<file path="config.mk">
export PLATFORM = sky130hd
export DESIGN_NAME = exec_core
export DESIGN_NICKNAME = d
export VERILOG_FILES = /design/src/design/mips_pkg.sv /design/src/design/decode_ctrl.sv /design/src/design/reg_file.sv /design/src/design/id_ex.sv /design/src/design/alu_exec.sv /design/src/design/exec_core.sv
export VERILOG_INCLUDE_DIRS = /design/src /design/src/design
export SDC_FILE = /design/constraint.sdc
export NUM_CORES = 2
export LEC_CHECK = 0
export BUFFER_PORTS_ARGS = -buffer_cell sky130_fd_sc_hd__buf_2
export CAP_MARGIN = 20
export CORE_ASPECT_RATIO = 1.1
export CORE_MARGIN = 2
export CORE_UTILIZATION = 58
export DETAILED_ROUTE_END_ITERATION = 8
export PLACE_DENSITY_LB_ADDON = 0.1
export SYNTH_ARGS = -nofsm -noshare
export SYNTH_HDL_FRONTEND = slang
export SYNTH_HIERARCHICAL = 1
export SYNTH_SLANG_ARGS = --single-unit
</file>
<file path="constraint.sdc">
create_clock -name clk -period 38.9 [get_ports clk]
set_input_delay 7.78 -clock clk [delete_from_list [all_inputs] [get_ports clk]]
set_output_delay 7.78 -clock clk [all_outputs]
set_load 0.005 [all_outputs]
</file>
<file path="src/design/mips_params.svh">
`ifndef MIPS_PARAMS_SVH
`define MIPS_PARAMS_SVH

// datapath width
`define DATA_W 32

// register number width and register count
`define REG_ADDR_W 5
`define NUM_REGS 32

// instruction sub-fields
`define IMM_W 16
`define SHAMT_W 5

`endif

</file>
<file path="src/design/mips_pkg.sv">
package mips_pkg;

    // primary opcode field, instr[31:26]
    typedef enum logic [5:0] {
        OP_RTYPE = 6'd0,
        OP_ADDI  = 6'd8,
        OP_SLTI  = 6'd10,
        OP_SW    = 6'd43
    } opcode_t;

    // function field of R-type words, instr[5:0]
    typedef enum logic [5:0] {
        FN_SLL = 6'd0,
        FN_SRL = 6'd2,
        FN_ADD = 6'd32,
        FN_SUB = 6'd34,
        FN_AND = 6'd36,
        FN_OR  = 6'd37,
        FN_SLT = 6'd42
    } funct_t;

    // operation handed from decode to the EX stage
    // ALU_ADD is code 0, so a cleared ID/EX register carries an add
    typedef enum logic [2:0] {
        ALU_ADD,
        ALU_SUB,
        ALU_AND,
        ALU_OR,
        ALU_SLT,  // signed compare
        ALU_SLL,
        ALU_SRL   // logical, zero fill
    } alu_op_t;

endpackage

</file>
<file path="src/design/decode_ctrl.sv">
`timescale 1ns/1ns
`include "mips_params.svh"

module decode_ctrl
    import mips_pkg::*;
(
    input  logic [`DATA_W-1:0]     instr,
    input  logic                   instr_valid,

    output logic [`REG_ADDR_W-1:0] rs,
    output logic [`REG_ADDR_W-1:0] rt,
    output logic [`REG_ADDR_W-1:0] rd,
    output logic [`SHAMT_W-1:0]    shamt,
    output logic [`DATA_W-1:0]     imm_ext,
    output logic                   alu_src,    // 1 selects the immediate
    output logic                   reg_dst,    // 1 writes rd, 0 writes rt
    output logic                   reg_write,
    output logic                   mem_write,
    output alu_op_t                alu_op
);

    opcode_t opcode;
    funct_t  funct;
    logic    dec_write;  // before the valid gate
    logic    dec_store;

    // fixed MIPS field positions
    assign opcode = opcode_t'(instr[31:26]);
    assign rs     = instr[25:21];
    assign rt     = instr[20:16];
    assign rd     = instr[15:11];
    assign shamt  = instr[10:6];
    assign funct  = funct_t'(instr[5:0]);

    assign imm_ext = {{(`DATA_W-`IMM_W){instr[`IMM_W-1]}}, instr[`IMM_W-1:0]};

    always_comb begin
        alu_src   = 1'b0;
        reg_dst   = 1'b0;
        dec_write = 1'b0;
        dec_store = 1'b0;
        alu_op    = ALU_ADD;
        case (opcode)
            OP_RTYPE: begin
                reg_dst   = 1'b1;
                dec_write = 1'b1;
                case (funct)
                    FN_ADD:  alu_op = ALU_ADD;
                    FN_SUB:  alu_op = ALU_SUB;
                    FN_AND:  alu_op = ALU_AND;
                    FN_OR:   alu_op = ALU_OR;
                    FN_SLT:  alu_op = ALU_SLT;
                    FN_SLL:  alu_op = ALU_SLL;
                    FN_SRL:  alu_op = ALU_SRL;
                    default: dec_write = 1'b0;  // unknown funct
                endcase
            end
            OP_ADDI: begin
                alu_src   = 1'b1;
                dec_write = 1'b1;
                alu_op    = ALU_ADD;
            end
            OP_SLTI: begin
                alu_src   = 1'b1;
                dec_write = 1'b1;
                alu_op    = ALU_SLT;
            end
            OP_SW: begin
                alu_src   = 1'b1;  // address is rs + offset
                dec_store = 1'b1;
                alu_op    = ALU_ADD;
            end
            default: begin
                dec_write = 1'b0;  // unknown opcode, bubble
                dec_store = 1'b0;
            end
        endcase
    end

    // an empty slot or illegal word leaves no side effects
    assign reg_write = instr_valid & dec_write;
    assign mem_write = instr_valid & dec_store;

endmodule

</file>
<file path="src/design/reg_file.sv">
`timescale 1ns/1ns
`include "mips_params.svh"

module reg_file (
    input  logic                   clk,
    input  logic                   reset,

    input  logic [`REG_ADDR_W-1:0] rd_addr_a,
    input  logic [`REG_ADDR_W-1:0] rd_addr_b,
    output logic [`DATA_W-1:0]     rd_data_a,
    output logic [`DATA_W-1:0]     rd_data_b,

    input  logic                   wr_en,
    input  logic [`REG_ADDR_W-1:0] wr_addr,
    input  logic [`DATA_W-1:0]     wr_data
);

    logic [`DATA_W-1:0] regs [`NUM_REGS];

    always_ff @(posedge clk or posedge reset) begin
        if (reset) begin
            for (int i = 0; i < `NUM_REGS; i++) begin
                regs[i] <= '0;
            end
        end else if (wr_en && wr_addr != '0) begin
            regs[wr_addr] <= wr_data;  // r0 never written
        end
    end

    // the write of the current edge is visible to the next decode,
    // which is what keeps distance-2 hazards correct without a bypass
    assign rd_data_a = (rd_addr_a == '0) ? '0 : regs[rd_addr_a];
    assign rd_data_b = (rd_addr_b == '0) ? '0 : regs[rd_addr_b];

endmodule

</file>
<file path="src/design/id_ex.sv">
`timescale 1ns/1ns
`include "mips_params.svh"

module id_ex
    import mips_pkg::*;
(
    input  logic                   clk,
    input  logic                   reset,

    input  logic [`DATA_W-1:0]     pc_in,
    input  logic [`DATA_W-1:0]     reg_data1,  // rs value
    input  logic [`DATA_W-1:0]     reg_data2,  // rt value
    input  logic [`DATA_W-1:0]     imm_ext,
    input  logic [`REG_ADDR_W-1:0] rs,
    input  logic [`REG_ADDR_W-1:0] rt,
    input  logic [`REG_ADDR_W-1:0] rd,
    input  logic [`SHAMT_W-1:0]    shamt,

    input  logic                   alu_src,
    input  logic                   reg_dst,
    input  logic                   reg_write,
    input  logic                   mem_write,
    input  alu_op_t                alu_op,

    output logic [`DATA_W-1:0]     pc_out,
    output logic [`DATA_W-1:0]     reg_data1_out,
    output logic [`DATA_W-1:0]     reg_data2_out,
    output logic [`DATA_W-1:0]     imm_ext_out,
    output logic [`REG_ADDR_W-1:0] rs_out,
    output logic [`REG_ADDR_W-1:0] rt_out,
    output logic [`REG_ADDR_W-1:0] rd_out,
    output logic [`SHAMT_W-1:0]    shamt_out,

    output logic                   alu_src_out,
    output logic                   reg_dst_out,
    output logic                   reg_write_out,
    output logic                   mem_write_out,
    output alu_op_t                alu_op_out
);

    always_ff @(posedge clk or posedge reset) begin
        if (reset) begin
            pc_out        <= '0;
            reg_data1_out <= '0;
            reg_data2_out <= '0;
            imm_ext_out   <= '0;
            rs_out        <= '0;
            rt_out        <= '0;
            rd_out        <= '0;
            shamt_out     <= '0;

            // both write enables low, so a bubble is in flight
            alu_src_out   <= 1'b0;
            reg_dst_out   <= 1'b0;
            reg_write_out <= 1'b0;
            mem_write_out <= 1'b0;
            alu_op_out    <= ALU_ADD;
        end else begin
            pc_out        <= pc_in;
            reg_data1_out <= reg_data1;
            reg_data2_out <= reg_data2;
            imm_ext_out   <= imm_ext;
            rs_out        <= rs;
            rt_out        <= rt;
            rd_out        <= rd;
            shamt_out     <= shamt;

            alu_src_out   <= alu_src;
            reg_dst_out   <= reg_dst;
            reg_write_out <= reg_write;
            mem_write_out <= mem_write;
            alu_op_out    <= alu_op;
        end
    end

endmodule

</file>
<file path="src/design/alu_exec.sv">
`timescale 1ns/1ns
`include "mips_params.svh"

module alu_exec
    import mips_pkg::*;
(
    input  logic                   clk,
    input  logic                   reset,

    input  logic [`DATA_W-1:0]     pc,
    input  logic [`DATA_W-1:0]     reg_data1,
    input  logic [`DATA_W-1:0]     reg_data2,
    input  logic [`DATA_W-1:0]     imm_ext,
    input  logic [`REG_ADDR_W-1:0] rs,
    input  logic [`REG_ADDR_W-1:0] rt,
    input  logic [`REG_ADDR_W-1:0] rd,
    input  logic [`SHAMT_W-1:0]    shamt,
    input  logic                   alu_src,
    input  logic                   reg_dst,
    input  logic                   reg_write,
    input  logic                   mem_write,
    input  alu_op_t                alu_op,

    output logic                   wb_en,
    output logic [`REG_ADDR_W-1:0] wb_addr,
    output logic [`DATA_W-1:0]     wb_data,
    output logic                   mem_write_q,
    output logic [`DATA_W-1:0]     mem_addr,
    output logic [`DATA_W-1:0]     mem_wdata,
    output logic [`DATA_W-1:0]     res_pc,

    output logic [`DATA_W-1:0]     alu_result,    // register file write data
    output logic                   wr_en_next,
    output logic [`REG_ADDR_W-1:0] wr_addr_next
);

    logic [`DATA_W-1:0] fwd_a;
    logic [`DATA_W-1:0] fwd_b;
    logic [`DATA_W-1:0] op_b;

    // on a distance-1 hazard take the value still sitting in the result register
    assign fwd_a = (wb_en && wb_addr != '0 && wb_addr == rs) ? wb_data : reg_data1;
    assign fwd_b = (wb_en && wb_addr != '0 && wb_addr == rt) ? wb_data : reg_data2;

    assign op_b = alu_src ? imm_ext : fwd_b;

    always_comb begin
        case (alu_op)
            ALU_ADD: alu_result = fwd_a + op_b;
            ALU_SUB: alu_result = fwd_a - op_b;
            ALU_AND: alu_result = fwd_a & op_b;
            ALU_OR:  alu_result = fwd_a | op_b;
            ALU_SLT: alu_result = {{(`DATA_W-1){1'b0}}, $signed(fwd_a) < $signed(op_b)};
            ALU_SLL: alu_result = op_b << shamt;  // rs unused for shifts
            ALU_SRL: alu_result = op_b >> shamt;
            default: alu_result = '0;
        endcase
    end

    assign wr_addr_next = reg_dst ? rd : rt;
    assign wr_en_next   = reg_write && wr_addr_next != '0;  // r0 writes dropped here

    always_ff @(posedge clk or posedge reset) begin
        if (reset) begin
            wb_en       <= 1'b0;
            wb_addr     <= '0;
            wb_data     <= '0;
            mem_write_q <= 1'b0;
            mem_addr    <= '0;
            mem_wdata   <= '0;
            res_pc      <= '0;
        end else begin
            wb_en       <= wr_en_next;
            wb_addr     <= wr_addr_next;
            wb_data     <= alu_result;
            mem_write_q <= mem_write;
            mem_addr    <= alu_result;  // sw decodes to rs + imm
            mem_wdata   <= fwd_b;
            res_pc      <= pc;
        end
    end

endmodule

</file>
<file path="src/design/exec_core.sv">
`timescale 1ns/1ns
`include "mips_params.svh"

module exec_core
    import mips_pkg::*;
(
    input  logic                   clk,
    input  logic                   reset,

    input  logic                   instr_valid,
    input  logic [`DATA_W-1:0]     instr,
    input  logic [`DATA_W-1:0]     pc,

    output logic                   wb_en,
    output logic [`REG_ADDR_W-1:0] wb_addr,
    output logic [`DATA_W-1:0]     wb_data,
    output logic                   mem_write,
    output logic [`DATA_W-1:0]     mem_addr,
    output logic [`DATA_W-1:0]     mem_wdata,
    output logic [`DATA_W-1:0]     res_pc
);

    // decode stage
    logic [`REG_ADDR_W-1:0] id_rs, id_rt, id_rd;
    logic [`SHAMT_W-1:0]    id_shamt;
    logic [`DATA_W-1:0]     id_imm, id_data1, id_data2;
    logic                   id_alu_src, id_reg_dst, id_reg_write, id_mem_write;
    alu_op_t                id_alu_op;

    // execute stage
    logic [`DATA_W-1:0]     ex_pc, ex_data1, ex_data2, ex_imm;
    logic [`REG_ADDR_W-1:0] ex_rs, ex_rt, ex_rd;
    logic [`SHAMT_W-1:0]    ex_shamt;
    logic                   ex_alu_src, ex_reg_dst, ex_reg_write, ex_mem_write;
    alu_op_t                ex_alu_op;

    // register file write from EX
    logic [`DATA_W-1:0]     rf_wr_data;
    logic                   rf_wr_en;
    logic [`REG_ADDR_W-1:0] rf_wr_addr;

    decode_ctrl decode_i (
        .instr(instr), .instr_valid(instr_valid),
        .rs(id_rs), .rt(id_rt), .rd(id_rd), .shamt(id_shamt), .imm_ext(id_imm),
        .alu_src(id_alu_src), .reg_dst(id_reg_dst), .reg_write(id_reg_write),
        .mem_write(id_mem_write), .alu_op(id_alu_op)
    );

    reg_file reg_file_i (
        .clk(clk), .reset(reset),
        .rd_addr_a(id_rs), .rd_addr_b(id_rt),
        .rd_data_a(id_data1), .rd_data_b(id_data2),
        .wr_en(rf_wr_en), .wr_addr(rf_wr_addr), .wr_data(rf_wr_data)
    );

    id_ex id_ex_i (
        .clk(clk), .reset(reset),
        .pc_in(pc), .reg_data1(id_data1), .reg_data2(id_data2), .imm_ext(id_imm),
        .rs(id_rs), .rt(id_rt), .rd(id_rd), .shamt(id_shamt),
        .alu_src(id_alu_src), .reg_dst(id_reg_dst), .reg_write(id_reg_write),
        .mem_write(id_mem_write), .alu_op(id_alu_op),
        .pc_out(ex_pc), .reg_data1_out(ex_data1), .reg_data2_out(ex_data2),
        .imm_ext_out(ex_imm), .rs_out(ex_rs), .rt_out(ex_rt), .rd_out(ex_rd),
        .shamt_out(ex_shamt), .alu_src_out(ex_alu_src), .reg_dst_out(ex_reg_dst),
        .reg_write_out(ex_reg_write), .mem_write_out(ex_mem_write),
        .alu_op_out(ex_alu_op)
    );

    alu_exec alu_exec_i (
        .clk(clk), .reset(reset),
        .pc(ex_pc), .reg_data1(ex_data1), .reg_data2(ex_data2), .imm_ext(ex_imm),
        .rs(ex_rs), .rt(ex_rt), .rd(ex_rd), .shamt(ex_shamt),
        .alu_src(ex_alu_src), .reg_dst(ex_reg_dst), .reg_write(ex_reg_write),
        .mem_write(ex_mem_write), .alu_op(ex_alu_op),
        .wb_en(wb_en), .wb_addr(wb_addr), .wb_data(wb_data),
        .mem_write_q(mem_write), .mem_addr(mem_addr), .mem_wdata(mem_wdata),
        .res_pc(res_pc),
        .alu_result(rf_wr_data), .wr_en_next(rf_wr_en), .wr_addr_next(rf_wr_addr)
    );

endmodule

</file>
==> metrics <==
RR Startpoint alu_exec_i/wb_addr[3]$_DFF_PP0_; Clock Latency Late Sink 0.81 ns; Die Area 128,000 um^2; average size of a mapped cell 13.0 um^2; Max Freq 0.0853 GHz; effective utilization at floorplan 0.583; initial antenna violation count 23; max-slew violation count 0; share of the yosys chip area belonging to registers 0.441; layout cell share with drive strength beyond 1 0.400; CTS sink cnt 1,282; chip width 342 um; row count 136; drt first-iter violations 5,627; DRT Wirelength 262,000 um; maximum root-to-sink buffer count 3; met2 WL 120,000 um; gpl congestion 1.04; Critical Path AT 12.53 ns; clock skew 0.0421 ns; flop and latch count out of synthesis 1,282; Post-synth EDFFs 0; worst path required time 39.70 ns; Hold Path Sink alu_exec_i/res_pc[30]$_DFF_PP0_; post-synthesis cell area 72,700 um^2; Die H 375 um; critical path peak fanout 149; final hold viol count 0; CTS Hold Bufs 0; gr usage total 0.411; setup TNS 0 ns; Layout area overhead 8.52%; Setup WS pre-CTS 26.14 ns; CTS H-tree depth 4; Residual DRC 0; critical path capture point type async pin; number of buffers created by CTS 139; pin count of the biggest net entering global routing 150; Slew headroom 0.196; R2R depth 19; Yosys cell types 101; Worst IR Drop VDD 0.0395 mV; Hold Startpoint id_ex_i/pc_out[30]$_DFF_PP0_; Fillers 9,646; Worst-path clk slew 0.06 ns; routed metal-1 wirelength 96,800 um; RSZ-0062 raised after global routing no; Crit Reg-Reg Endpoint reg_file_i/regs[18]$_DFFE_PP0P_; worst slew pin tran 1.21 ns; Via density 7.20; CTS tree built; R2R setup slack 31.58 ns; Leakage Power 0.0365 uW; worst setup slack after layout 27.17 ns; global-route wire length before repair 378,000 um; status finished, final reports clean; minimum clock period 11.73 ns; final worst-path cycle share 0.302; # Max-Cap Violations 0; detailed-route via count 52,009; Post-CTS Resized 0; Post-DRT Antenna Nets 0; asr flop ratio synth 1.00; drt wl/cell 36.3 um; Reg area 32,100 um^2; # port buffers 201; Worst setup SP type primary input; Syn. warnings 6; Met3 Routed Length 25,400 um; Ports 202; core box area 125,000 um^2; Multi-input gate area 37,200 um^2; Detailed Place HPWL 162,000 um; Main synth FF type dfrtp_1; Cell Pwr Density 42.0 nW/um^2; Clk Tree Root Cell clkbuf_16; Crit Path Class primary input to async pin; final setup fails 0; Syn Nets 5,764; top sig layer met5; vias in the first global route 52,098; Min-Delay Path Depth 0; worst hold slack 0.346 ns; total global routing overflow 0; # Post-CTS Setup Buffers 0; Synth Instances 5,586; 1st-pass router iterations 7; Nets 5,637; Tightest Hold Check Type flip-flop to flip-flop
worst max-delay path by stage:
stage / cells after the start / to / slack (ns) / from
global placement: 7 / reg_file_i/regs[305]$_DFFE_PP0P_ / 26.21 / reset
detailed placement: 7 / reg_file_i/regs[304]$_DFFE_PP0P_ / 26.14 / reset
floorplan: 1 / reg_file_i/regs[0]$_DFFE_PP0P_ / 2.30 / reset
CTS: 7 / reg_file_i/regs[16]$_DFFE_PP0P_ / 26.98 / reset
finish: 7 / reg_file_i/regs[227]$_DFFE_PP0P_ / 27.17 / reset
global route: 7 / reg_file_i/regs[209]$_DFFE_PP0P_ / 26.36 / reset
final cells by class:
type | count | share of cell area
clock buffers | 192 | 0.0503
well taps | 1656 | 0.0263
repair buffers | 361 | 0.0306
flip-flops and latches | 1282 | 0.407
inverters | 109 | 0.00543
diodes | 7 | 0.000222
multi-input cells | 3566 | 0.471
clock inverters | 54 | 0.00922
flip-flops by register name (all words and copies together) (netlist names), 3 cells and up:
register	count
id_ex_i/shamt_out	5
id_ex_i/reg_data2_out	32
id_ex_i/pc_out	32
alu_exec_i/res_pc	32
alu_exec_i/mem_wdata	32
reg_file_i/regs	1024
id_ex_i/rd_out	5
alu_exec_i/wb_addr	5
id_ex_i/rs_out	5
id_ex_i/rt_out	5
alu_exec_i/mem_addr	32
id_ex_i/reg_data1_out	32
id_ex_i/alu_op_out	3
id_ex_i/imm_ext_out	32
cells in the mapped netlist, drive strengths merged, types with 80 or more instances:
master | number | area [um^2]
dfrtp | 1282 | 32100
mux2 | 1102 | 12400
mux4 | 442 | 9950
mux2i | 335 | 3350
clkbuf | 317 | 1200
buf | 312 | 2120
nand2 | 231 | 870
nor2 | 161 | 607
a21oi | 144 | 721
ha | 109 | 1360
inv | 102 | 383
a22oi | 93 | 698
o21ai | 80 | 400
kinds of logic (layout without fill, tap and decap cells):
kind of cell / after synthesis / after routing / synth area share
multiplexers: 1879 / 1879 / 0.354
AO/OA/AOI/OAI: 791 / 791 / 0.0788
flip-flops: 1282 / 1282 / 0.441
buffers and inverters: 738 / 716 / 0.0513
adder cells (fa/ha/maj): 111 / 111 / 0.0193
AND/OR/NAND/NOR: 745 / 745 / 0.0504
XOR/XNOR: 40 / 40 / 0.00482
other: 0 / 7 / 0
worst max-delay path: stages:
cell and delay (ns):
buf_2 0.18, inv_8 0.61, buf_12 0.65, buf_4 0.62
buf_4 0.84, buf_4 0.75, buf_4 0.81
stage by stage:
stage               power [uW]   util  instance area, um^2  cells
global placement          1930  0.593                74000   6967
finish                    3310  0.632                78900   7227
global route              3410  0.632                78900   7220
floorplan                 1750      -                72700   5586
CTS                       3300  0.631                78700   7215
detailed placement        1940  0.593                74000   6969
report_power, final:
group          leakage (uW)  internal [uW]  switching (uW)
Sequential           0.0174           1370            51.5
Combinational        0.0167            166             350
Clock               0.00230            798             573
Total                0.0365           2330             975
cells in the final DEF (no fill, tap or decap), drive strengths merged, types with 21 or more instances in the layout:
cell	n
nor3	70
o311a	21
nand2b	42
mux2	1102
mux2i	335
a31oi	23
xnor2	31
ha	109
nand2	231
o211ai	26
a22oi	93
nand3	39
inv	110
nor4	25
o21ai	80
mux4	442
dfrtp	1282
buf	361
a22o	45
clkbuf	192
a211oi	59
o22ai	59
a21oi	144
nor2b	52
clkinv	36
o221ai	42
and2	25
a2111oi	36
nor2	161
routing by layer:
metal,up-vias,global-route usage
li1,20760,-
met2,3012,0.629
met1,27321,0.524
met5,-,0
met4,16,0.271
met3,900,0.0997
(Power assumes the default switching activity.)
